==> config.mk <==
export PLATFORM = sky130hd
export DESIGN_NAME = mem_bank
export DESIGN_NICKNAME = d
export VERILOG_FILES = /design/src/hw/mem_pkg.sv /design/src/hw/mem_bank.sv
export SDC_FILE = /design/constraint.sdc
export NUM_CORES = 2
export LEC_CHECK = 0
export BUFFER_PORTS_ARGS = -buffer_cell sky130_fd_sc_hd__buf_4
export CAP_MARGIN = 0
export CORE_AREA = 2 2 576 578
export CTS_BUF_LIST = sky130_fd_sc_hd__clkbuf_8
export DETAILED_ROUTE_END_ITERATION = 12
export DIE_AREA = 0 0 578 580
export SLEW_MARGIN = 40
export SYNTH_ARGS = -nofsm -noshare
export SYNTH_HDL_FRONTEND = slang
export SYNTH_SLANG_ARGS = --single-unit
==> constraint.sdc <==
create_clock -name clk -period 6.7 [get_ports clk]
set_input_delay 1.34 -clock clk [delete_from_list [all_inputs] [get_ports clk]]
set_output_delay 1.34 -clock clk [all_outputs]
set_load 0.05 [all_outputs]
==> src/hw/mem_pkg.sv <==
`default_nettype none

package mem_pkg;

	// bus widths of the AXI-lite port
	localparam int ADDR_W = 32;
	localparam int DATA_W = 64;
	localparam int STRB_W = DATA_W / 8;

	// low address bits that select a byte inside a word
	localparam int BYTE_OFFSET_BITS = 3;

	typedef logic [ADDR_W-1:0] addr_t;
	typedef logic [DATA_W-1:0] data_t;
	typedef logic [STRB_W-1:0] strb_t;
	typedef logic [1:0]        resp_t;

	// word index inside one bank, checked against the bank depth
	typedef logic [31:0] index_t;

	// only these two codes are ever returned
	localparam resp_t RESP_OKAY   = 2'b00;
	localparam resp_t RESP_SLVERR = 2'b10;

	// read request into a bank
	typedef struct packed {
		index_t index;
	} rd_req_t;

	// write request into a bank, AW and W merged
	typedef struct packed {
		index_t index;
		data_t  data;
		strb_t  strb;
	} wr_req_t;

	// read response out of a bank
	typedef struct packed {
		data_t data;
		resp_t resp;
	} rd_rsp_t;

	// write response out of a bank
	typedef struct packed {
		resp_t resp;
	} wr_rsp_t;

endpackage

`default_nettype wire

==> src/hw/mem_bank.sv <==
`timescale 1ns/1ns
`default_nettype none

module mem_bank #(
	parameter int BANK_DEPTH = 64
) (
	input  wire logic             clk,
	input  wire logic             rst,
	// read channel
	input  wire logic             rd_req_valid,
	input  wire mem_pkg::rd_req_t rd_req,
	output logic                  rd_req_ready,
	output logic                  rd_rsp_valid,
	output mem_pkg::rd_rsp_t      rd_rsp,
	input  wire logic             rd_rsp_ready,
	// write channel
	input  wire logic             wr_req_valid,
	input  wire mem_pkg::wr_req_t wr_req,
	output logic                  wr_req_ready,
	output logic                  wr_rsp_valid,
	output mem_pkg::wr_rsp_t      wr_rsp,
	input  wire logic             wr_rsp_ready
);

	localparam int ADDR_W = (BANK_DEPTH > 1) ? $clog2(BANK_DEPTH) : 1;

	// idle or holding a response, same shape for both channels
	typedef enum logic {
		ST_IDLE,
		ST_HOLD
	} state_t;

	state_t rd_state;
	state_t wr_state;

	mem_pkg::data_t mem [BANK_DEPTH];

	logic              rd_take;
	logic              wr_take;
	logic              rd_in_range;
	logic              wr_in_range;
	logic [ADDR_W-1:0] rd_addr;
	logic [ADDR_W-1:0] wr_addr;

	// range check on the full index, storage uses the low bits
	assign rd_in_range = (rd_req.index < mem_pkg::index_t'(BANK_DEPTH));
	assign wr_in_range = (wr_req.index < mem_pkg::index_t'(BANK_DEPTH));
	assign rd_addr     = rd_req.index[ADDR_W-1:0];
	assign wr_addr     = wr_req.index[ADDR_W-1:0];

	// response held until the merger takes it
	assign rd_rsp_valid = (rd_state == ST_HOLD);
	assign wr_rsp_valid = (wr_state == ST_HOLD);

	// free when empty, or when the held beat leaves this cycle
	assign rd_req_ready = (rd_state == ST_IDLE) || rd_rsp_ready;
	assign wr_req_ready = (wr_state == ST_IDLE) || wr_rsp_ready;

	assign rd_take = rd_req_valid && rd_req_ready;
	assign wr_take = wr_req_valid && wr_req_ready;

	// read fsm
	always_ff @(posedge clk) begin
		if (rst) begin
			rd_state <= ST_IDLE;
		end else if (rd_take) begin
			rd_state <= ST_HOLD;
		end else if (rd_rsp_valid && rd_rsp_ready) begin
			rd_state <= ST_IDLE;
		end
	end

	// write fsm
	always_ff @(posedge clk) begin
		if (rst) begin
			wr_state <= ST_IDLE;
		end else if (wr_take) begin
			wr_state <= ST_HOLD;
		end else if (wr_rsp_valid && wr_rsp_ready) begin
			wr_state <= ST_IDLE;
		end
	end

	// read data register, zero data on a bad index
	always_ff @(posedge clk) begin
		if (rd_take) begin
			if (rd_in_range) begin
				rd_rsp.data <= mem[rd_addr];
				rd_rsp.resp <= mem_pkg::RESP_OKAY;
			end else begin
				rd_rsp.data <= '0;
				rd_rsp.resp <= mem_pkg::RESP_SLVERR;
			end
		end
	end

	// byte merge under the strobe, out of range leaves storage alone
	always_ff @(posedge clk) begin
		if (wr_take) begin
			if (wr_in_range) begin
				for (int b = 0; b < mem_pkg::STRB_W; b++) begin
					if (wr_req.strb[b]) begin
						mem[wr_addr][b*8 +: 8] <= wr_req.data[b*8 +: 8];
					end
				end
			end
			wr_rsp.resp <= wr_in_range ? mem_pkg::RESP_OKAY : mem_pkg::RESP_SLVERR;
		end
	end

endmodule

`default_nettype wire

# Yosys cells after proc, flatten, opt, wreduce, memory -nomap -nowiden
# Memory sizes are Yosys's and may differ from the RTL's. A register that Yosys moved wholly into a read port is not among the register bits.
# Cells that the tools add are included.
# op_classes
order_cmp	2
mux	38
n_bitwise	2
n_reduce_logical	9
# op_table
operator	count
< comparator 32 x 7 -> 1 bit, second input constant	2
two-way mux 1 bit	36
logical AND 1 bit	4
two-way mux 2 bit	2
nonzero test 2 bit	2
logical OR 1 bit	2
NOT 1 bit	2
logical NOT 1 bit	1
# totals
register_bits	6
mem_bits_rw	4096
in_bits	142
output_inout_bits	72
elab_cells	56
mem_count	1
# memory_table
memory	words	word_bits	rd	rd_ports_with_merged_regs	write_ports	line_no	text
mem	64	64	1	1	1	mem_bank.sv:36	mem_pkg::data_t mem [BANK_DEPTH];

# Logic depth before layout (Yosys ltp)
# logic_depth
depth_word	5
ltp_mapped	12
mapped_depth_nobuf	7

# Worst setup path after synthesis
# OpenSTA, ideal clock, no wires.
# synth_path
path_kind	input port to flip-flop
startpoint	input port rd_rsp_ready
endpoint	register, netlist name rd_rsp[10]
setup_ns	0.430
arrival_ns	3.413
required_ns	6.270
slack_ns	2.858
cell_stages	2
path_buffers	0
cell_sequence	nand2b_1 -> and2_1
# synth_between
elab_chain_len	2
# synth_lines
element	line_no	text
start, declared	mem_bank.sv:15	input wire logic rd_rsp_ready,
logical OR 1 bit	mem_bank.sv:56	assign rd_req_ready = (rd_state == ST_IDLE) || rd_rsp_ready;
logical AND 1 bit	mem_bank.sv:59	assign rd_take = rd_req_valid && rd_req_ready;
named net rd_take	mem_bank.sv:38	logic rd_take;
# The timed path passes the listed nets, and every way through them passes these cells.
# A chain may end at the register's enable or synchronous reset.

# Worst setup path in the final report
# layout_path
startpoint	input port wr_req[86] (netlist bit)
endpoint	memory mem[57][9] (netlist bit) (enable)
# layout_between
elab_chain_len	4
# layout_lines
element	line_no	text
start, declared	mem_bank.sv:18	input wire mem_pkg::wr_req_t wr_req,
< comparator 32 x 7 -> 1 bit	mem_bank.sv:47	assign wr_in_range = (wr_req.index < mem_pkg::index_t'(BANK_DEPTH));
two-way mux 1 bit	mem_bank.sv:100	if (wr_in_range) begin
two-way mux 1 bit	mem_bank.sv:99	if (wr_take) begin
two-way mux 1 bit (implied by the code)	mem_bank.sv:103	mem[wr_addr][b*8 +: 8] <= wr_req.data[b*8 +: 8];
end, declared	mem_bank.sv:36	
# No other way between the ends.

==> flow_summary.yaml <==
status:
  outcome: "finished clean"
synth:
  synth_seq_cells: 4164
  synth_top_area_share: 0.778
  yosys_warnings: 0
  syn_inst: 7313
  synth_edf_count: 4162
  seq_area_frac_synth: 0.778
  synth_most_common_cell: "edfxtp_1"
  yosysUniqueCellTypes: 46
  avgSynthCellArea_um2: 22.0
  async_reset_ff_frac: 0
  ys_top_cells_by_count: "edfxtp_1 (4162), mux4_2 (1103), nor2_1 (601), nand2_1 (309), clkbuf_1 (190)"
  syn_area_um2: 161000
  ys_top_cells_by_area: "edfxtp_1 (78%), mux4_2 (15%), nor2_1 (1.4%)"
  yosysTopAreaCell: "edfxtp_1"
  synthFlopType: "edfxtp_1"
setup_path:
  critPathTopFamily: "simple AND/OR/NAND/NOR gates"
  cp_max_fo: 23
  max_stage_delay_ns: 0.62
  path_buf_inv: 3
  critPathSlowestCell: "nor2_1"
  critPathMostFrequentCell: "buf_4"
  worstSetupStartpoint: "wr_req[86]"
  cp-end-kind: "flop"
  r2r_setup_slack_ns: 3.32
  crit_arrival_ns: 4.75
  rr_startpoint: "wr_rsp_valid"
  critPathKind: "input port to flop"
  worst_ep_required_time_ns: 7.51
  path_cells: "buf_4 -> or4_1 -> nor3_1 -> nand4_1 -> nor2_4 -> buf_4 -> nand2_2 -> buf_4 -> nor2_1"
  startpoint_type: "input port"
sta:
  drv_slew: 0
  fin_crit_ns: 3.94
  rsz0062_at_grt: "no"
  max_slew_margin: 0.367
  finalClockSkew_ns: 0.0538
  fin_tns_setup_ns: 0
  setup_viol: 0
  max_freq_mhz: 254
  post-route-period-util: 0.589
  finalWorstSetupSlack_ns: 2.76
  finalHoldViolations: 0
  worstMarginPinSlew_ns: 0.946
routing:
  drc_errors: 0
  viasPerCell: 6.31
  via_count: 81250
  ant_nets: 0
  drtIter0Drc: 12052
  totalWireLength_um: 472000
  drtPass1Iterations: 6
  wl_per_cell_um: 36.6
placed_design:
  place_ws_ns: 1.57
  post-dp-hpwl_um: 281000
  gp_congestion: 0.859
  place_inst: 11626
  portBuffers: 211
cts:
  cts_tree: "yes"
  cts_resized: 0
  htreeDepth: 6
  clk_pin_slew_ns: 0.06
  ctsHoldBuffers: 0
  ctsLongestPathBuffers: 4
  postCtsSetupRepairBufs: 0
  clock-root-buffer: "clkbuf_8"
  clock_sinks: 4164
  cts_buffers: 661
  clkLatencyLatePin_ns: 1.22
global_routing:
  grt_max_degree: 106
  grt_antenna_before_repair: 68
  grt_usage: 0.280
  grt_pass1_wl_um: 651000
  grt_pass1_vias: 81015
  gr-total-overflow: 0
floorplanning:
  start_util: 0.488
  die_w_um: 578
  die_h_um: 580
  placeableCoreArea_um2: 329000
  boundaryPins: 214
  placementRows: 211
  dieArea_um2: 335000
pwr:
  p_leak_nw: 56.5
  total_power_mw: 51.7
  power.density_nw_per_um2: 287
  vdd_drop_max_v: 0.000194
final_layout:
  drive_gt1_frac: 0.292
  multiInputGateArea_um2: 33900
  area_delta_synth_final_pct: 12.2
  seqCellArea_um2: 125000
  nFillCells: 24641
  finalCoreUtilization: 0.548
  layout.nets: 8070
  layout.cells.non_filler: 12884
worst_hold_path:
  min_from: "rst"
  hold_class: "input port to flop"
flow_run:
  max-cap-violations: 0
## through the flow
step / cell area (um2) / hold WS [ns]
global placement: 167000 / 0.513
finish: 180000 / 0.292
global route: 180000 / 0.236
detailed placement: 168000 / 0.534
floorplan: 161000 / 0.875
CTS: 180000 / 0.197
## path summary, 6_finish.rpt
check / cells after the start / end
hold / removal: 2 / rd_rsp_valid
setup / recovery: 9 / mem[57][9]
setup reg to reg: 7 / mem[57][9]
hold reg to reg: 2 / rd_rsp_valid
## registers in the layout (all words and copies together) (netlist names)
register      count
mem            4096
rd_rsp           65
rd_rsp_valid      1
wr_rsp            1
wr_rsp_valid      1
## layout make-up
class / count / area share
clock inverter: 519 / 0.0170
antenna: 66 / 0.000916
inverter: 7 / 0.000229
clock buffer: 668 / 0.0510
tap: 4366 / 0.0303
multi-input combinational: 2709 / 0.188
timing repair buffer: 385 / 0.0196
sequential: 4164 / 0.693
## worst register-to-register path: stages, from the launching register on
cell and delay, ns:
dfxtp_1 0.31, nand2b_1 0.11, nand2_1 0.12, nor2_4 0.53
buf_4 0.43, nand2_2 0.42, buf_4 0.43, nor2_1 0.63
## placed cells by master (no fill, tap or decap), drive strengths merged, types with 11 or more instances in the layout
| cell | n |
|---|---|
| a221oi | 41 |
| mux4 | 1103 |
| o22ai | 56 |
| a31oi | 81 |
| bufinv | 18 |
| clkinv | 269 |
| buf | 384 |
| and3 | 18 |
| nor2b | 77 |
| a21oi | 31 |
| diode | 66 |
| nor2 | 602 |
| nand2 | 309 |
| o21ai | 58 |
| mux2i | 138 |
| nand3 | 14 |
| inv | 231 |
| nor4 | 11 |
| a32oi | 16 |
| a2111oi | 13 |
| clkbuf | 669 |
| a211oi | 76 |
| edfxtp | 4162 |
## logic make-up (layout without fill, tap and decap cells)
family	count (synthesis)	after routing	synth area share
DFF	4164	4164	0.778
muxes	1249	1249	0.164
and+or+nand+nor	1070	1070	0.0274
buffers and inverters	441	1579	0.0147
AOI/OAI and AO/OA	388	388	0.0163
other	1	68	0.0000233
## power breakdown
group	internal [mW]	switching (mW)	leakage, nW	total (mW)
sequential	28.7	0.0149	37.5	28.7
clock	10.1	10.3	7.01	20.4
combinational	0.895	1.71	12.1	2.60
total	39.7	12.0	56.5	51.7
## per-layer routing
metal / share of wire / GRT usage / vias up
li1: - / - / 32013
met1: 0.38 / 0.383 / 43217
met2: 0.48 / 0.436 / 5133
met3: 0.098 / 0.0636 / 877
met4: 0.044 / 0.120 / 10
met5: 0.00012 / 0 / -
No activity file was read; power rests on OpenSTA's default activity.
