[config.mk]
export PLATFORM = sky130hd
export DESIGN_NAME = resp_merge
export DESIGN_NICKNAME = d
export VERILOG_FILES = /design/src/hw/mem_pkg.sv /design/src/hw/resp_fifo.sv /design/src/hw/resp_merge.sv
export SDC_FILE = /design/constraint.sdc
export NUM_CORES = 1
export LEC_CHECK = 0
export BUFFER_PORTS_ARGS = -buffer_cell sky130_fd_sc_hd__buf_2
export CAP_MARGIN = 10
export CELL_PAD_IN_SITES_DETAIL_PLACEMENT = 1
export CELL_PAD_IN_SITES_GLOBAL_PLACEMENT = 1
export CORE_ASPECT_RATIO = 0.75
export CORE_MARGIN = 4
export CORE_UTILIZATION = 34
export DETAILED_ROUTE_END_ITERATION = 6
export GPL_TIMING_DRIVEN = 0
export MAX_ROUTING_LAYER = met4
export PLACE_DENSITY = 0.73
export REMOVE_ABC_BUFFERS = 1
export SLEW_MARGIN = 0
export SYNTH_ARGS = -nofsm -noshare
export SYNTH_HDL_FRONTEND = slang
export SYNTH_SLANG_ARGS = --single-unit
export TNS_END_PERCENT = 5
[constraint.sdc]
create_clock -name clk -period 5.35 [get_ports clk]
set_input_delay 1.07 -clock clk [delete_from_list [all_inputs] [get_ports clk]]
set_output_delay 1.07 -clock clk [all_outputs]
set_load 0.02 [all_outputs]
[src/hw/mem_pkg.sv]
`default_nettype none

package mem_pkg;

	// bus widths of the AXI-lite port
	localparam int ADDR_W = 32;
	localparam int DATA_W = 64;
	localparam int STRB_W = DATA_W / 8;

	// low address bits that select a byte inside a word
	localparam int BYTE_OFFSET_BITS = 3;

	typedef logic [ADDR_W-1:0] addr_t;
	typedef logic [DATA_W-1:0] data_t;
	typedef logic [STRB_W-1:0] strb_t;
	typedef logic [1:0]        resp_t;

	// word index inside one bank, checked against the bank depth
	typedef logic [31:0] index_t;

	// only these two codes are ever returned
	localparam resp_t RESP_OKAY   = 2'b00;
	localparam resp_t RESP_SLVERR = 2'b10;

	// read request into a bank
	typedef struct packed {
		index_t index;
	} rd_req_t;

	// write request into a bank, AW and W merged
	typedef struct packed {
		index_t index;
		data_t  data;
		strb_t  strb;
	} wr_req_t;

	// read response out of a bank
	typedef struct packed {
		data_t data;
		resp_t resp;
	} rd_rsp_t;

	// write response out of a bank
	typedef struct packed {
		resp_t resp;
	} wr_rsp_t;

endpackage

`default_nettype wire

[src/hw/resp_fifo.sv]
`timescale 1ns/1ns
`default_nettype none

module resp_fifo #(
	parameter type T = logic,
	parameter int DEPTH = 4
) (
	input  wire logic clk,
	input  wire logic rst,
	input  wire logic push,
	input  wire T     push_data,
	output logic      full,
	input  wire logic pop,
	output T          pop_data,
	output logic      empty
);

	// depth of at least two assumed
	localparam int PTR_W = $clog2(DEPTH);
	localparam int CNT_W = $clog2(DEPTH + 1);

	T mem [DEPTH];

	logic [PTR_W-1:0] wr_ptr;
	logic [PTR_W-1:0] rd_ptr;
	logic [CNT_W-1:0] count;
	logic             do_push;
	logic             do_pop;

	assign full  = (count == CNT_W'(DEPTH));
	assign empty = (count == '0);

	// push into a full fifo or pop from an empty one is dropped
	assign do_push = push && !full;
	assign do_pop  = pop && !empty;

	// head is visible without a pop
	assign pop_data = mem[rd_ptr];

	// storage, no reset
	always_ff @(posedge clk) begin
		if (do_push) begin
			mem[wr_ptr] <= push_data;
		end
	end

	always_ff @(posedge clk) begin
		if (rst) begin
			wr_ptr <= '0;
			rd_ptr <= '0;
			count  <= '0;
		end else begin
			// wrap by compare so depth need not be a power of two
			if (do_push) begin
				wr_ptr <= (wr_ptr == PTR_W'(DEPTH - 1)) ? '0 : wr_ptr + 1'b1;
			end
			if (do_pop) begin
				rd_ptr <= (rd_ptr == PTR_W'(DEPTH - 1)) ? '0 : rd_ptr + 1'b1;
			end
			// simultaneous push and pop keep the count
			if (do_push && !do_pop) begin
				count <= count + 1'b1;
			end else if (do_pop && !do_push) begin
				count <= count - 1'b1;
			end
		end
	end

endmodule

`default_nettype wire

[src/hw/resp_merge.sv]
`timescale 1ns/1ns
`default_nettype none

module resp_merge #(
	parameter int NUM_BANKS   = 4,
	parameter int ORDER_DEPTH = 8
) (
	input  wire logic                        clk,
	input  wire logic                        rst,
	// issue reports from the router
	input  wire logic                        rd_issue,
	input  wire logic [$clog2(NUM_BANKS)-1:0] rd_issue_bank,
	input  wire logic                        wr_issue,
	input  wire logic [$clog2(NUM_BANKS)-1:0] wr_issue_bank,
	output logic                             rd_order_full,
	output logic                             wr_order_full,
	// bank responses
	input  wire logic [NUM_BANKS-1:0]        rd_rsp_valid,
	input  wire mem_pkg::rd_rsp_t            rd_rsp [NUM_BANKS],
	output logic [NUM_BANKS-1:0]             rd_rsp_ready,
	input  wire logic [NUM_BANKS-1:0]        wr_rsp_valid,
	input  wire mem_pkg::wr_rsp_t            wr_rsp [NUM_BANKS],
	output logic [NUM_BANKS-1:0]             wr_rsp_ready,
	// R channel
	output logic                             rvalid,
	output mem_pkg::data_t                   rdata,
	output mem_pkg::resp_t                   rresp,
	input  wire logic                        rready,
	// B channel
	output logic                             bvalid,
	output mem_pkg::resp_t                   bresp,
	input  wire logic                        bready
);

	localparam int BANK_W = $clog2(NUM_BANKS);
	// two beats keep the output streaming
	localparam int OUT_DEPTH = 2;

	typedef logic [BANK_W-1:0] bank_id_t;

	bank_id_t         rd_head;
	bank_id_t         wr_head;
	logic             rd_order_empty;
	logic             wr_order_empty;
	logic             rd_take;
	logic             wr_take;
	logic             rd_out_full;
	logic             wr_out_full;
	logic             rd_out_empty;
	logic             wr_out_empty;
	mem_pkg::rd_rsp_t rd_out;
	mem_pkg::wr_rsp_t wr_out;

	// bank ids in request order
	resp_fifo #(.T(bank_id_t), .DEPTH(ORDER_DEPTH)) u_rd_order (
		.clk       (clk),
		.rst       (rst),
		.push      (rd_issue),
		.push_data (rd_issue_bank),
		.full      (rd_order_full),
		.pop       (rd_take),
		.pop_data  (rd_head),
		.empty     (rd_order_empty)
	);

	resp_fifo #(.T(bank_id_t), .DEPTH(ORDER_DEPTH)) u_wr_order (
		.clk       (clk),
		.rst       (rst),
		.push      (wr_issue),
		.push_data (wr_issue_bank),
		.full      (wr_order_full),
		.pop       (wr_take),
		.pop_data  (wr_head),
		.empty     (wr_order_empty)
	);

	// only the bank at the head may answer, and only with room downstream
	assign rd_take = !rd_order_empty && rd_rsp_valid[rd_head] && !rd_out_full;
	assign wr_take = !wr_order_empty && wr_rsp_valid[wr_head] && !wr_out_full;

	always_comb begin
		rd_rsp_ready = '0;
		wr_rsp_ready = '0;
		if (rd_take) begin
			rd_rsp_ready[rd_head] = 1'b1;
		end
		if (wr_take) begin
			wr_rsp_ready[wr_head] = 1'b1;
		end
	end

	// output buffers, one edge behind the take
	resp_fifo #(.T(mem_pkg::rd_rsp_t), .DEPTH(OUT_DEPTH)) u_rd_out (
		.clk       (clk),
		.rst       (rst),
		.push      (rd_take),
		.push_data (rd_rsp[rd_head]),
		.full      (rd_out_full),
		.pop       (rvalid && rready),
		.pop_data  (rd_out),
		.empty     (rd_out_empty)
	);

	resp_fifo #(.T(mem_pkg::wr_rsp_t), .DEPTH(OUT_DEPTH)) u_wr_out (
		.clk       (clk),
		.rst       (rst),
		.push      (wr_take),
		.push_data (wr_rsp[wr_head]),
		.full      (wr_out_full),
		.pop       (bvalid && bready),
		.pop_data  (wr_out),
		.empty     (wr_out_empty)
	);

	// outside channels straight off the fifo heads
	assign rvalid = !rd_out_empty;
	assign rdata  = rd_out.data;
	assign rresp  = rd_out.resp;
	assign bvalid = !wr_out_empty;
	assign bresp  = wr_out.resp;

endmodule

`default_nettype wire

# --- Yosys cells after proc, flatten, opt, wreduce, memory -nomap -nowiden ---
# Memories as Yosys holds them, arrays and structs flattened. A register that Yosys moved wholly into a read port is not among the register bits.
# Index checks and enable logic that the tools add are counted.
totals:
  in_bits: 290
  memories: 4
  mem_bits_rw: 168
  ff_bits: 28
  out_inout_bits: 80
memory_table:
  columns: ["name", "depth", "word_bits", "read_ports", "rd_clocked_by_memory_dff", "write_ports", "line", "source"]
  rows:
  - ["u_rd_out.mem", 2, 66, 1, 1, 1, "resp_fifo.sv:22", "T mem [DEPTH];"]
  - ["u_rd_order.mem", 8, 2, 1, 1, 1, "resp_fifo.sv:22", null]
  - ["u_wr_order.mem", 8, 2, 1, 1, 1, "resp_fifo.sv:22", null]
  - ["u_wr_out.mem", 2, 2, 1, 1, 1, "resp_fifo.sv:22", null]
classes:
  muxes: 48
  reduce_logical: 48
  bitwise: 2
  magnitude_cmp: 6
  n_addsub: 16
  eq_ne: 8
ops:
  columns: ["cell", "n"]
  rows:
  - ["$bmux W66 S2", 1]
  - ["$mux W66", 2]
  - ["$logic_and A1 B1 Y1", 24]
  - ["$mux W3", 8]
  - ["$mux W4", 6]
  - ["$mux W1", 20]
  - ["$logic_not A1 Y1", 16]
  - ["$add A3 B1 Y3 const B", 4]
  - ["$eq A3 B3 Y1 const B", 4]
  - ["$mux W2", 6]
  - ["$add A4 B1 Y4 const B", 2]
  - ["$eq A4 B4 Y1 const B", 2]
  - ["$logic_not A4 Y1", 2]
  - ["$reduce_bool A2 Y1", 4]
  - ["$sub A4 B1 Y4 const B", 2]
  - ["$ge A3 B3 Y1 const B", 2]
  - ["$lt A2 B3 Y1 const B", 2]
  - ["$not A2 Y3", 2]
  - ["$add A1 B1 Y1 const B", 4]
  - ["$add A2 B1 Y2 const B", 2]
  - ["$bmux W1 S2", 2]
  - ["$bmux W2 S2", 1]
  - ["$demux W1 S2", 2]
  - ["$eq A2 B2 Y1 const B", 2]
  - ["3 further kinds", 6]

# --- Depth between registers and ports, before layout ---
depth:
  word_depth: 9
  mapped_depth: 14

# --- Hierarchy ---
# Synthesis repeated with hierarchy kept, for this count alone.
hier_totals:
  hier_cells: 564
  area_unflattened_um2: 9806.9
by_module_without_submodules:
  columns: ["module", "cells_each", "area_each_um2", "instances"]
  rows:
  - ["resp_fifo (u_rd_out)", 230, 4987.3, 1]
  - ["resp_fifo (u_rd_order ...)", 98, 1290.0, 2]
  - ["resp_merge", 107, 1879.3, 1]
  - ["resp_fifo (u_wr_out)", 31, 360.3, 1]

# --- Worst setup path after synthesis ---
# No wires, ideal clock.
synth_timing:
  path_type: "register -> register"
  from: "register (tool-made name)"
  to: "memory u_rd_out.mem[1][0] (netlist bit) (enable)"
  arrival_ps: 4602
  period_less_slack_ps: 5092
  path_buffers: 2
  slack_ps: 258
  path_stages_with_launch: 8
  cell_sequence: "dfxtp_1 -> buf_4 -> mux4_2 -> mux2_2 -> buf_2 -> mux4_2 -> nand2_4 -> nor2_1"
synth_lines:
  columns: ["element", "line"]
  rows:
  - ["end: declaration", "resp_fifo.sv:22"]

==> impl_metrics.tcl <==
set metrics [dict create \
    hpwl_microns 21310 \
    fp.dieH_microns 156.9 \
    layout_min_cycle_time_ns 4.002 \
    syn_area_sq_mm 0.01004 \
    root_buffer "clkbuf_16" \
    slew_headroom_pct 52.70 \
    instances_no_fill 1613 \
    final_area_sq_mm 0.01316 \
    tns_ns 0 \
    power_per_cell_area_mw_per_mm2 571.8 \
    rr_endpoint "u_rd_order.count[3]" \
    ys_seq_elements 204 \
    cts_buffer_depth 3 \
    reg2reg_setup_slack_ns 1.35 \
    yosysSeqAreaShare_pct 57.40 \
    synth-edff-count 168 \
    critPathLaunchType "flop" \
    hold_viol 0 \
    gp_congestion 0.7504 \
    postCtsSetupBuffers 0 \
    avgSynthCellArea_sq_um 11.67 \
    seqCellArea_sq_mm 0.005769 \
    synth_cell_type_count 35 \
    syn2layout_area_growth_pct 31.03 \
    clk_latency_ns 0.49 \
    fin_ws_ns 1.348 \
    cap_violations 0 \
    dieArea_sq_mm 0.03239 \
    worstSetupEndpointType "flop" \
    num_vias 7998 \
    cts_buffers 23 \
    vias_per_cell 4.958 \
    cp_max_fo 64 \
    netSwitchingPower_uw 2857 \
    drt_drc_violations_left 0 \
    die_w_microns 206.5 \
    track_usage_pct 17.10 \
    coreArea_sq_mm 0.02912 \
    yosys_warnings 0 \
    intPower_uw 4668 \
    drtPass1Iterations 7 \
    slew_viol_final 0 \
    clkSinkCount 204 \
    grt_pass1_wl_microns 43230 \
    worst_ir_drop_vdd_v 0.0002455 \
    tightest_slew_ns 0.7004 \
    multi_input_area_sq_mm 0.004031 \
    swShare_pct 37.97 \
    antennaDiodeCount 0 \
    hold_path_depth 2 \
    fmax_mhz 249.9 \
    routed_wl_microns 28490 \
    worstSetupPathType "reg2reg" \
    io_pins 370 \
    synth_cells 861 \
    nets 1515 \
    synth-async-reset-ratio_pct 0 \
    grt_pass1_vias 8312 \
    antenna_found_initial 1 \
    arrival_ns 4.42 \
    hold_buffers 0 \
    crit_required_ns 5.77 \
    hp-class "reg2reg" \
    grt_max_degree 73 \
    start_util_pct 34.49 \
    cts_resized 0 \
    layout-drive-gt1-share_pct 40.54 \
    fillers 3246 \
    rows 54 \
    postRouteAntennaNets 0 \
    comb_power_share_pct 45.2 \
    htree_levels 1 \
    setup_viol 0 \
    rsz0062_at_grt "false" \
    pre_cts_ws_ns 1.345 \
    critPathCapture "u_rd_order.count[3]" \
    seqPwrFrac_pct 34.6 \
    drt-initial-drc-count 384 \
    cts_tree "built" \
    dp.cells 1574 \
    outcome "completed" \
    port_buffers 369 \
    grt_remaining_overflow 0 \
    post_drt_wl_per_cell_microns 17.66 \
    r2r_cells 12 \
    skew_ns 0.01024 \
    clk_pin_slew_worst_paths_ns 0.06 \
    ys.flop_type "edfxtp_1" \
    fin_crit_sh_pct 74.80 \
    leakagePower_uw 0.005326 \
    placed_area_sq_mm 0.01244 \
    clockPowerShare_pct 20.2 \
]
power by group through the flow:
stage | registers [uW] | clock network [uW] | logic, uW
2_1_floorplan | 2630 | 0 | 2230
3_3_place_gp | 2710 | 0 | 3230
3_5_place_dp | 2640 | 0 | 3460
4_1_cts | 2610 | 1580 | 3480
5_1_grt | 2650 | 1650 | 3760
6_report | 2600 | 1520 | 3400
cell usage in the layout (no fill, tap or decap), types with 2 or more instances in the layout:
cell type / instances
clkbuf_1: 8
nor4_1: 2
mux4_2: 7
mux2_1: 3
and2_1: 68
mux2i_1: 17
ha_1: 16
nand2_1: 151
a31oi_1: 66
mux2_2: 69
clkbuf_16: 23
a211oi_1: 68
nand2b_1: 15
clkinvlp_4: 2
dfxtp_1: 35
or3_1: 6
o41ai_1: 2
nor3_1: 12
inv_1: 9
xor2_1: 8
nor2_1: 26
fa_1: 2
bufinv_16: 3
a21o_1: 3
and3_1: 8
edfxtp_1: 168
buf_2: 369
buf_16: 7
xnor2_1: 4
a21oi_1: 17
or2_2: 2
buf_12: 3
nor2b_1: 4
clkinv_1: 2
inv_2: 2
o21ai_0: 4
area by class of cell:
cell class | instances | share of cell area [%]
Sequential cell | 204 | 43.83
Timing Repair Buffer | 379 | 15.95
Clock buffer | 31 | 4.601
Multi-Input combinational cell | 587 | 30.63
Clock inverter | 8 | 0.8936
Tap cell | 392 | 3.727
Inverter | 12 | 0.3613
per-layer routing:
metal | global-route usage [%] | routed length [microns]
met1 | 20.75 | 11950
met2 | 29.36 | 13910
met3 | 3.874 | 1939
met4 | 3.705 | 699
met5 | - | 0
worst min-delay path by stage:
stage	endpoint	startpoint	slack, ns
after global placement	u_rd_order.count[3]	u_rd_order.count[3]	0.49
final	u_rd_order.rd_ptr[1]	u_rd_order.rd_ptr[1]	0.50
after CTS	u_rd_order.rd_ptr[1]	u_rd_order.rd_ptr[1]	0.50
after floorplan	u_rd_out.count[1]	u_rd_out.count[1]	0.46
after detailed placement	u_rd_order.rd_ptr[1]	u_rd_order.rd_ptr[1]	0.50
after global routing	u_wr_order.rd_ptr[2]	u_wr_order.rd_ptr[2]	0.54
registers in the layout (all words and copies together), names as in the netlist, named ones only:
signal,flops
u_wr_out.mem,4
u_wr_out.rd_ptr,1
u_wr_order.rd_ptr,3
u_wr_order.count,4
u_wr_order.mem,16
u_rd_order.count,4
u_wr_out.wr_ptr,1
u_rd_out.count,2
u_rd_order.rd_ptr,3
u_rd_out.mem,132
u_wr_out.count,2
u_rd_order.mem,16
u_rd_out.wr_ptr,1
u_rd_out.rd_ptr,1
u_wr_order.wr_ptr,3
u_rd_order.wr_ptr,3
critical path, cell delays in order (launching register included):
cell and delay [ns]:
dfxtp_1 0.55, mux4_2 0.61, mux2_4 0.55, mux4_2 0.59, nand2_4 0.17, ha_1 0.20
inv_1 0.09, ha_1 0.28, a21o_1 0.18, a21oi_1 0.17, xnor2_1 0.09, or3_1 0.30
a21oi_1 0.13
through the flow:
step                util, %  hold WS [ns]  total power [uW]
detailed placement    42.71        0.4982              6099
finish                45.20        0.4968              7525
CTS                   45.20        0.5042              7675
global placement      41.73        0.4856              5937
floorplan                 -        0.4607              4856
global route          45.20        0.5430              8056
kinds of logic (layout without fill, tap and decap cells):
kind of cell    count (synthesis)  in the layout  share of synthesized area (%)
simple gates                  298            298                          14.03
compound gates                160            160                          10.64
flops                         204            204                          57.40
xor+xnor                       12             12                          1.046
mux                            99             99                          11.77
fa+ha+maj                      18             18                          2.392
buf+inv                        70            430                          2.728
cells in the mapped netlist, types with 6 or more instances:
cell / number / area share (%)
xor2_1: 8 / 0.70
inv_1: 10 / 0.37
a21oi_1: 17 / 0.85
clkbuf_1: 50 / 1.9
mux4_2: 8 / 1.8
and3_1: 8 / 0.50
nand2_1: 151 / 5.6
edfxtp_1: 168 / 50
a31oi_1: 66 / 4.1
mux2i_1: 18 / 1.8
mux2_2: 70 / 7.8
dfxtp_1: 36 / 7.2
ha_1: 16 / 2.0
and2_1: 68 / 4.2
nor2_1: 27 / 1.0
nor3_1: 12 / 0.60
nand2b_1: 15 / 0.93
or3_1: 6 / 0.37
a211oi_1: 68 / 5.1
Power figures use the tool's default switching activity.
