$ cat src/hw/mem_pkg.sv
`default_nettype none

package mem_pkg;

	// bus widths of the AXI-lite port
	localparam int ADDR_W = 32;
	localparam int DATA_W = 64;
	localparam int STRB_W = DATA_W / 8;

	// low address bits that select a byte inside a word
	localparam int BYTE_OFFSET_BITS = 3;

	typedef logic [ADDR_W-1:0] addr_t;
	typedef logic [DATA_W-1:0] data_t;
	typedef logic [STRB_W-1:0] strb_t;
	typedef logic [1:0]        resp_t;

	// word index inside one bank, checked against the bank depth
	typedef logic [31:0] index_t;

	// only these two codes are ever returned
	localparam resp_t RESP_OKAY   = 2'b00;
	localparam resp_t RESP_SLVERR = 2'b10;

	// read request into a bank
	typedef struct packed {
		index_t index;
	} rd_req_t;

	// write request into a bank, AW and W merged
	typedef struct packed {
		index_t index;
		data_t  data;
		strb_t  strb;
	} wr_req_t;

	// read response out of a bank
	typedef struct packed {
		data_t data;
		resp_t resp;
	} rd_rsp_t;

	// write response out of a bank
	typedef struct packed {
		resp_t resp;
	} wr_rsp_t;

endpackage

`default_nettype wire

$ cat src/hw/bank_router.sv
`timescale 1ns/1ns
`default_nettype none

module bank_router #(
	parameter int NUM_BANKS = 4
) (
	input  wire logic                        clk,
	input  wire logic                        rst,
	// read address channel
	input  wire logic                        arvalid,
	input  wire mem_pkg::addr_t              araddr,
	output logic                             arready,
	// write address and data channels
	input  wire logic                        awvalid,
	input  wire mem_pkg::addr_t              awaddr,
	output logic                             awready,
	input  wire logic                        wvalid,
	input  wire mem_pkg::data_t              wdata,
	input  wire mem_pkg::strb_t              wstrb,
	output logic                             wready,
	// requests to the banks
	output logic [NUM_BANKS-1:0]             rd_req_valid,
	output mem_pkg::rd_req_t                 rd_req,
	input  wire logic [NUM_BANKS-1:0]        rd_req_ready,
	output logic [NUM_BANKS-1:0]             wr_req_valid,
	output mem_pkg::wr_req_t                 wr_req,
	input  wire logic [NUM_BANKS-1:0]        wr_req_ready,
	// issue reports to the merger
	output logic                             rd_issue,
	output logic [$clog2(NUM_BANKS)-1:0]     rd_issue_bank,
	output logic                             wr_issue,
	output logic [$clog2(NUM_BANKS)-1:0]     wr_issue_bank,
	input  wire logic                        rd_order_full,
	input  wire logic                        wr_order_full
);

	// bank select width, needs at least two banks
	localparam int BANK_W = $clog2(NUM_BANKS);
	localparam int INDEX_SHIFT = mem_pkg::BYTE_OFFSET_BITS + BANK_W;

	logic [BANK_W-1:0] rd_bank;
	logic [BANK_W-1:0] wr_bank;
	logic              rd_go;
	logic              wr_go;
	logic              live;

	// nothing is accepted until the first cycle out of reset
	always_ff @(posedge clk) begin
		if (rst) begin
			live <= 1'b0;
		end else begin
			live <= 1'b1;
		end
	end

	// word interleave, bank bits sit right above the byte offset
	assign rd_bank = araddr[mem_pkg::BYTE_OFFSET_BITS +: BANK_W];
	assign wr_bank = awaddr[mem_pkg::BYTE_OFFSET_BITS +: BANK_W];

	// index is whatever is left above the bank bits
	always_comb begin
		rd_req.index = mem_pkg::index_t'(araddr >> INDEX_SHIFT);
		wr_req.index = mem_pkg::index_t'(awaddr >> INDEX_SHIFT);
		wr_req.data  = wdata;
		wr_req.strb  = wstrb;
	end

	// a request goes out only while the order queue has space
	assign rd_go = live && arvalid && !rd_order_full;
	// AW and W travel as one beat
	assign wr_go = live && awvalid && wvalid && !wr_order_full;

	// valid only toward the addressed bank
	always_comb begin
		rd_req_valid = '0;
		wr_req_valid = '0;
		if (rd_go) begin
			rd_req_valid[rd_bank] = 1'b1;
		end
		if (wr_go) begin
			wr_req_valid[wr_bank] = 1'b1;
		end
	end

	// ready mirrors the target bank
	assign arready = rd_go && rd_req_ready[rd_bank];
	assign awready = wr_go && wr_req_ready[wr_bank];
	assign wready  = awready;

	// one pulse per transfer, tagged with its bank
	assign rd_issue      = arready;
	assign rd_issue_bank = rd_bank;
	assign wr_issue      = awready;
	assign wr_issue_bank = wr_bank;

endmodule

`default_nettype wire

$ cat config.mk
export PLATFORM = sky130hd
export DESIGN_NAME = bank_router
export DESIGN_NICKNAME = d
export VERILOG_FILES = /design/src/hw/mem_pkg.sv /design/src/hw/bank_router.sv
export SDC_FILE = /design/constraint.sdc
export NUM_CORES = 1
export LEC_CHECK = 0
export BUFFER_PORTS_ARGS = -buffer_cell sky130_fd_sc_hd__buf_2
export CAP_MARGIN = 40
export CORE_AREA = 2 2 119 121
export CTS_CLUSTER_SIZE = 20
export DETAILED_ROUTE_END_ITERATION = 8
export DIE_AREA = 0 0 121 123
export SYNTH_ARGS = -nofsm -noshare
export SYNTH_HDL_FRONTEND = slang
export SYNTH_SLANG_ARGS = --single-unit
$ cat constraint.sdc
create_clock -name clk -period 1.05 [get_ports clk]
set_input_delay 0.1575 -clock clk [delete_from_list [all_inputs] [get_ports clk]]
set_output_delay 0.1575 -clock clk [all_outputs]
set_load 0.01 [all_outputs]
; ---- After elaboration in Yosys (flattened, before gate mapping)
; Index checks and enable logic that the tools add are counted.
; W data, S select, Z words.
[word_totals]
reg_bits = 1
latch_bits = 0
mem_bits_rw = 0
mem_bits_ro = 0
word_cells = 27
mem_count = 0
[classes]
addsub = 0
multipliers = 0
div = 0
n_lt_le_gt_ge = 4
n_eq_ne = 0
shift = 0
muxes = 11
bitwise_logic = 0
reduce_logical = 11
[op_table]
columns = cell, n
row1 = $logic_and A1 B1 Y1, 9
row2 = $mux W4, 2
row3 = $lt A2 B3 Y1 const B, 2
row4 = $mux W1, 5
row5 = $bmux W1 S2, 2
row6 = $demux W1 S2, 2
row7 = $ge A2 B1 Y1 const B, 2
row8 = $logic_not A1 Y1, 2

; ---- Depth between registers and ports, before layout
; Gate-level depths: netlist (run 1).
[depth]
word_depth = 5
ltp_mapped = 3

; ---- Worst setup path before layout (run 1)
; OpenSTA, ideal clock, no wires.
[synth_timing]
path_type = flip-flop to output port
startpoint = reg live
endpoint = out wr_issue
t_arrival_ns = 0.959
t_required_ns = 0.892
setup_slack_ns = -0.067
stages_incl_launch_ff = 4
n_path_buf = 1
cell_sequence = dfxtp_1 nand4b_1 nor2b_1 buf_4
[synth_between]
elab_chain_cells = 4
[synth_rtl]
columns = element, line
row1 = from (decl), bank_router.sv:45  ; logic live;
row2 = from (signal assigned), bank_router.sv:50  ; live <= 1'b0;
row3 = from (signal assigned), bank_router.sv:52  ; live <= 1'b1;
row4 = $logic_and A1 B1 Y1 (3 in series), bank_router.sv:71  ; assign wr_go = live && awvalid && wvalid && !wr_order_full;
row5 = $logic_and A1 B1 Y1, bank_router.sv:87  ; assign awready = wr_go && wr_req_ready[wr_bank];
row6 = to (decl), bank_router.sv:31  ; output logic wr_issue,
; No other way between the ends.

; ---- Final worst setup path (run 1)
[layout_timing]
startpoint = in araddr[3]
endpoint = out rd_issue
[layout_between]
elab_chain_cells = 3
[layout_rtl]
columns = element, line
row1 = from (decl), bank_router.sv:11  ; input wire mem_pkg::addr_t araddr,
row2 = $bmux W1 S2, bank_router.sv:86  ; assign arready = rd_go && rd_req_ready[rd_bank];
row3 = $mux W1 (not written as such), bank_router.sv:86
row4 = $logic_and A1 B1 Y1, bank_router.sv:86
row5 = to (decl), bank_router.sv:29  ; output logic rd_issue,
; No other way between the ends. The select of a mux whose other input is x is not followed.

==> summary.md, run 1 <==
| Metric | Value |
|---|---|
| Max IR drop VDD | `0.0605 mV` |
| Instance count along the most critical hold path | `2` |
| Registers with the most flip-flops | `live: 1 flops` |
| Number of synthesized flops with an enable pin | `0` |
| Total wire length after detailed routing | `2770 µm` |
| Maximum number of pins on one net before global-route repair | `6` |
| Residual overflow from global routing | `0` |
| Core ar. | `13600 µm²` |
| Leakage power total | `0.292 nW` |
| Category of cells accounting for the largest share of critical-path delay | `multiplexers` |
| Combined area of all synthesized cells | `1240 µm²` |
| Most frequently used flop master after synthesis | `sky130_fd_sc_hd__dfxtp_1` |
| Clock slew seen by the registers of the worst setup and hold paths | `0 ns` |
| First-pass GRT wire length | `3260 µm` |
| Die Wd | `121 µm` |
| Average detailed-routed wire length per instance | `11.1 µm` |
| Pre-CTS setup slack | `-0.176 ns` |
| Hold Vio Cnt, Final | `0` |
| Post-Route Setup TNS | `-0.534 ns` |
| Fraction of final layout cells with drive strength greater than 1 | `71.0%` |
| Sw Pwr | `0.0753 mW` |
| Total of max-cap violations | `0` |
| Post-layout net count | `222` |
| Count of distinct cell types in the synthesized netlist | `12` |
| CP bufs+invs | `2` |
| Dominant cell by count in the synthesized netlist | `sky130_fd_sc_hd__buf_4` |
| Setup bufs post-CTS | `0` |
| Synthesized instance count | `164` |
| Final Max Slew Viols | `0` |
| Max stage delay on crit path | `0.49 ns` |
| Antenna violations before repair | `0` |
| Effective utilization at floorplan | `9.09%` |
| Number of global-route vias before repair | `567` |
| Share of total power in sequential cells | `21.6%` |
| Flip-flop count of the largest register, all copies and words added | `1` |
| Part of the Yosys area used for sequential elements | `1.62%` |
| Synthesis-to-layout area growth | `-42.5%` |
| Worst Min Path Start | `rst` |
| Fraction of power consumed by combinational cells | `78.4%` |
| Global Route Usage Sum | `2.96%` |
| Crit path setup slack, layout | `-0.127 ns` |
| Status | `complete, but fails checks` |
| Antenna fix cells | `0` |
| Via Count | `573` |
| Synth Area per Inst | `7.55 µm²` |
| Nature of the critical path startpoint | `primary input` |
| Slowest stage cell on the critical path | `sky130_fd_sc_hd__mux4_2` |
| Cell Rows | `43` |
| CP required | `0.89 ns` |
| Largest driver fanout on the critical path | `2` |
| Clk network pwr share | `0%` |
| Cell chain of the critical path | `buf_8, mux4_2, nor3b_4, buf_2` |
| Largest register by flop count | `live` |
| Ratio of total power to cell area | `277 nW/µm²` |
| Share of the clock period used by the worst path | `112%` |
| Period minus WS final | `1.18 ns` |
| Detailed-route vias per instance | `2.30` |
| Die extent in y | `123 µm` |
| I/O pin count | `304` |
| Top post-synthesis cells by count | `143 x sky130_fd_sc_hd__buf_4, 4 x sky130_fd_sc_hd__inv_1, 4 x sky130_fd_sc_hd__nor3_1` |
| Post-detailed-route count of antenna-violating nets | `0` |
| Total die area | `14900 µm²` |
| Inst Count DP | `249` |
| Path category of the worst min-delay check | `primary input to register` |
| Crit path arrival time | `1.02 ns` |
| Warnings, synthesis | `0` |
| Count of non-filler cells in the finished layout | `249` |
| Area fraction of the dominant cell type after synthesis | `86.8%` |
| Post-detailed-placement half-perimeter wirelength | `2250 µm` |
| GP Congestion | `0.431` |
| Sort of element at the end of the critical path | `primary output` |
| Initial DRC Count | `9` |
| Setup-failing EPs final | `5` |
| Port buffer count | `35` |
| Int Power | `0.122 mW` |
| Hold-fix buffer count after cts | `0` |
| Dominant cells by area after synthesis | `sky130_fd_sc_hd__buf_4 87%, sky130_fd_sc_hd__mux4_2 3.6%, sky130_fd_sc_hd__dfxtp_1 1.6%` |
| Switching Share | `38.2%` |
| Number of register bits inferred by synthesis | `1` |
| Failing checks | `setup timing` |
| Terminating pin of the worst hold path | `live` |
| Crit Path Category | `primary input to primary output` |
| Cell taking the most area after synthesis | `sky130_fd_sc_hd__buf_4` |
| Total DRC errors in the routed layout | `0` |
| Unrepaired setup endpoints after global routing | `true` |
| Asr flop ratio synth | `0%` |
| Achievable frequency | `849 MHz` |
| Length of the first detailed-routing pass in iterations | `2` |
-- layout by cell type (no fill, tap or decap) --
cell type                  synthesis  final
sky130_fd_sc_hd__nor4_1            2      1
sky130_fd_sc_hd__buf_6             0      4
sky130_fd_sc_hd__inv_1             4      4
sky130_fd_sc_hd__nor3b_4           0      1
sky130_fd_sc_hd__nor2_1            2      2
sky130_fd_sc_hd__buf_8             0      2
sky130_fd_sc_hd__nor3_1            4      1
sky130_fd_sc_hd__conb_1            1     10
sky130_fd_sc_hd__dfxtp_2           0      1
sky130_fd_sc_hd__mux4_2            2      2
sky130_fd_sc_hd__nor4_2            0      1
sky130_fd_sc_hd__nor2b_4           0      1
sky130_fd_sc_hd__nand4b_1          2      2
sky130_fd_sc_hd__nand2_2           0      1
sky130_fd_sc_hd__buf_4           143      4
sky130_fd_sc_hd__buf_2             0     29
sky130_fd_sc_hd__nor3_2            0      3
-- worst max path at each step --
stage	from	to	depth (start not counted)
4_1_cts	araddr[3]	rd_issue	4
3_5_place_dp	araddr[3]	rd_issue	4
5_1_grt	araddr[3]	rd_issue	4
2_1_floorplan	araddr[3]	rd_issue	3
6_report	araddr[3]	rd_issue	4
3_3_place_gp	araddr[3]	rd_issue	4
-- routing by layer --
metal / part of all wire [%] / GRT usage (%) / wire, µm
met3: 31 / 3.60 / 847
met4: 18 / 5.74 / 493
met1: 9.3 / 0.389 / 258
met5: 1.1 / 1.74 / 30
met2: 41 / 4.49 / 1140
-- kinds of logic (layout without fill, tap and decap cells) --
group | after synthesis | count (layout) | share of synthesized area, %
buffers and inverters | 147 | 43 | 88.0
AND/OR/NAND/NOR | 13 | 13 | 6.47
multiplexers | 2 | 2 | 3.64
other | 1 | 10 | 0.303
flip-flops | 1 | 1 | 1.62
-- final cells by class --
cell class              instances  area, µm²
fillers                      1598      12900
repair buffers                 39        250
well taps                     180        225
multi-input cells              25        200
flip-flops and latches          1       21.3
inverters                       4       15.0
-- per-stage QoR --
step	util [%]	total power, mW	hold slack, ns	area (µm²)
after floorplan	-	0.640	0.214	1290
after global placement	4.72	0.176	0.308	642
after detailed placement	4.72	0.177	0.309	642
after CTS	5.14	0.194	0.310	699
after global routing	5.23	0.209	0.315	712
final	5.23	0.197	0.301	712
-- repair_timing --
item	CTS	global route
setup endpoints to repair	9	9
gates resized for setup	12	3
pin swaps	0	1
-- power groups by stage --
stage	combinational, mW	sequential (mW)	clock, mW
after global placement	0.134	0.0424	0
after detailed placement	0.135	0.0423	0
after floorplan	0.598	0.0420	0
after global routing	0.167	0.0427	0
after CTS	0.152	0.0424	0
final	0.154	0.0426	0
No activity file was read; power rests on OpenSTA's default activity.
==> run 2, diff against run 1 <==
==> config.mk (replaced) <==
export PLATFORM = sky130hd
export DESIGN_NAME = bank_router
export DESIGN_NICKNAME = d
export VERILOG_FILES = /design/src/hw/mem_pkg.sv /design/src/hw/bank_router.sv
export SDC_FILE = /design/constraint.sdc
export NUM_CORES = 1
export LEC_CHECK = 0
export CAP_MARGIN = 40
export CORE_AREA = 2 2 117 119
export CTS_CLUSTER_SIZE = 20
export DETAILED_ROUTE_END_ITERATION = 8
export DIE_AREA = 0 0 119 121
export DONT_BUFFER_PORTS = 1
export SYNTH_ARGS = -nofsm -noshare
export SYNTH_HDL_FRONTEND = slang
export SYNTH_SLANG_ARGS = --single-unit
==> run 2 against run 1 <==
Effect of this change: the flow now finishes without violations; design area shrank 25%; combinational power shrank 50%; first-iteration DRC count shrank 67%; largest cell class is now tap cells.
==> summary.md, run 2 (synthesis results as in run 1) <==
| Metric | Value |
|---|---|
| Category of cells accounting for the largest share of critical-path delay | `flip-flops` |
| Die Wd | `119 µm` |
| Most frequent standard cell in the layout excluding fill and tap cells | `sky130_fd_sc_hd__conb_1` |
| Crit path arrival time | `0.86 ns` |
| Residual overflow from global routing | `0` |
| Path category of the worst min-delay check | `primary input to register` |
| Largest register by flop count | `live` |
| Sw Pwr | `0.0440 mW` |
| Post-placement cell area | `492 µm²` |
| Period minus WS final | `1.02 ns` |
| Cell chain of the critical path | `nand4b_1, buf_4, nor3_1, buf_4` |
| Effective utilization at floorplan | `9.46%` |
| Achievable frequency | `978 MHz` |
| Slowest stage cell on the critical path | `sky130_fd_sc_hd__dfxtp_2` |
| Number of global-route vias before repair | `480` |
| Final Max Slew Viols | `0` |
| Post-layout net count | `192` |
| Met1 demand-to-capacity share in global routing | `0.569%` |
| Initial DRC Count | `3` |
| Antenna fix cells | `0` |
| Total DRC errors in the routed layout | `0` |
| Global Route Usage Sum | `3.71%` |
| Flip-flop count of the largest register, all copies and words added | `1` |
| Total of max-cap violations | `0` |
| Max stage delay on crit path | `0.32 ns` |
| Global-route met2 utilization | `6.00%` |
| Antenna violations before repair | `0` |
| Inst Count DP | `214` |
| Global-route met3 utilization | `5.55%` |
| Post-detailed-placement half-perimeter wirelength | `2750 µm` |
| Post-Route Setup TNS | `0 ns` |
| Fraction of power consumed by combinational cells | `64.4%` |
| Synthesis-to-layout area growth | `-56.8%` |
| Port buffer count | `0` |
| CP bufs+invs | `2` |
| Max IR drop VDD | `0.0628 mV` |
| Most Frequent Cell on Critical Path | `sky130_fd_sc_hd__buf_4` |
| Die extent in y | `121 µm` |
| Setup-failing EPs final | `0` |
| CP required | `0.89 ns` |
| First-pass GRT wire length | `3650 µm` |
| Fraction of final layout cells with drive strength greater than 1 | `51.3%` |
| Clk network pwr share | `0%` |
| Status | `finished clean` |
| Core ar. | `13100 µm²` |
| Leakage power total | `0.154 nW` |
| Share of total power in sequential cells | `35.6%` |
| Registers with the most flip-flops | `live: 1 flops` |
| Largest driver fanout on the critical path | `5` |
| Detailed-route vias per instance | `2.13` |
| Total wire length after detailed routing | `3190 µm` |
| Fin Hold WS | `0.261 ns` |
| Nature of the critical path startpoint | `register` |
| Switching Share | `36.5%` |
| GP Congestion | `0.467` |
| Clock slew seen by the registers of the worst setup and hold paths | `0 ns` |
| Count of non-filler cells in the finished layout | `215` |
| Sort of element at the end of the critical path | `primary output` |
| Ratio of total power to cell area | `226 nW/µm²` |
| Total die area | `14400 µm²` |
| Crit Path Category | `register to primary output` |
| Maximum number of pins on one net before global-route repair | `6` |
| Most used routing layer | `met2` |
| Hold-fix buffer count after cts | `0` |
| Average detailed-routed wire length per instance | `14.8 µm` |
| Post-Layout Inst Area | `534 µm²` |
| Hold Vio Cnt, Final | `0` |
| Via Count | `457` |
| Most frequent cells in the layout | `10 x sky130_fd_sc_hd__conb_1, 8 x sky130_fd_sc_hd__buf_4, 4 x sky130_fd_sc_hd__inv_1` |
| Cell Rows | `42` |
| Post-detailed-route count of antenna-violating nets | `0` |
| Int Power | `0.0767 mW` |
| Length of the first detailed-routing pass in iterations | `2` |
| I/O pin count | `304` |
| Share of the clock period used by the worst path | `97.4%` |
-- run 2: cell types whose count changed in the layout (fill, tap and decap cells not counted) --
cell and delta:
sky130_fd_sc_hd__nor4_2 +1, sky130_fd_sc_hd__buf_2 -29, sky130_fd_sc_hd__buf_8 -2, sky130_fd_sc_hd__buf_4 +4, sky130_fd_sc_hd__nor4_1 -1, sky130_fd_sc_hd__buf_6 -3
-- run 2: timing repair --
item,in CTS,in global routing
setup buffers,1,0
resized for setup,5,3
endpoints found under the setup margin,11,4
pin swaps,2,1
-- run 2: path summary, 6_finish.rpt --
path	slack, ns	end	from	depth (start not counted)
min	0.26	live	rst	1
max	0.03	wr_req_valid[3]	live	4
-- run 2: cell type report --
class                   count  area [µm²]
well taps                 176         220
repair buffers              9        71.3
flip-flops and latches      1        21.3
inverters                   4        15.0
fillers                  1551       12600
multi-input cells          25         206
-- run 2: power by group through the flow --
stage          clock, mW  sequential, mW  combinational (mW)
2_1_floorplan          0          0.0420               0.598
3_3_place_gp           0          0.0417              0.0712
3_5_place_dp           0          0.0423              0.0711
4_1_cts                0          0.0431              0.0761
5_1_grt                0          0.0432              0.0834
6_report               0          0.0430              0.0777
-- run 2: stage by stage --
stage	total power, mW	util, %	setup WS, ns
finish	0.121	4.08	0.0275
global route	0.127	4.08	-0.00299
CTS	0.119	3.96	0.0181
detailed placement	0.113	3.76	-0.130
global placement	0.113	3.76	-0.0756
floorplan	0.640	-	-0.0356
-- run 2: routing by layer --
| metal | part of all wire, % | up-vias |
|---|---|---|
| met3 | 34 | 52 |
| li1 | - | 105 |
| met5 | 0 | - |
| met1 | 8.4 | 141 |
| met4 | 12 | 0 |
| met2 | 45 | 159 |
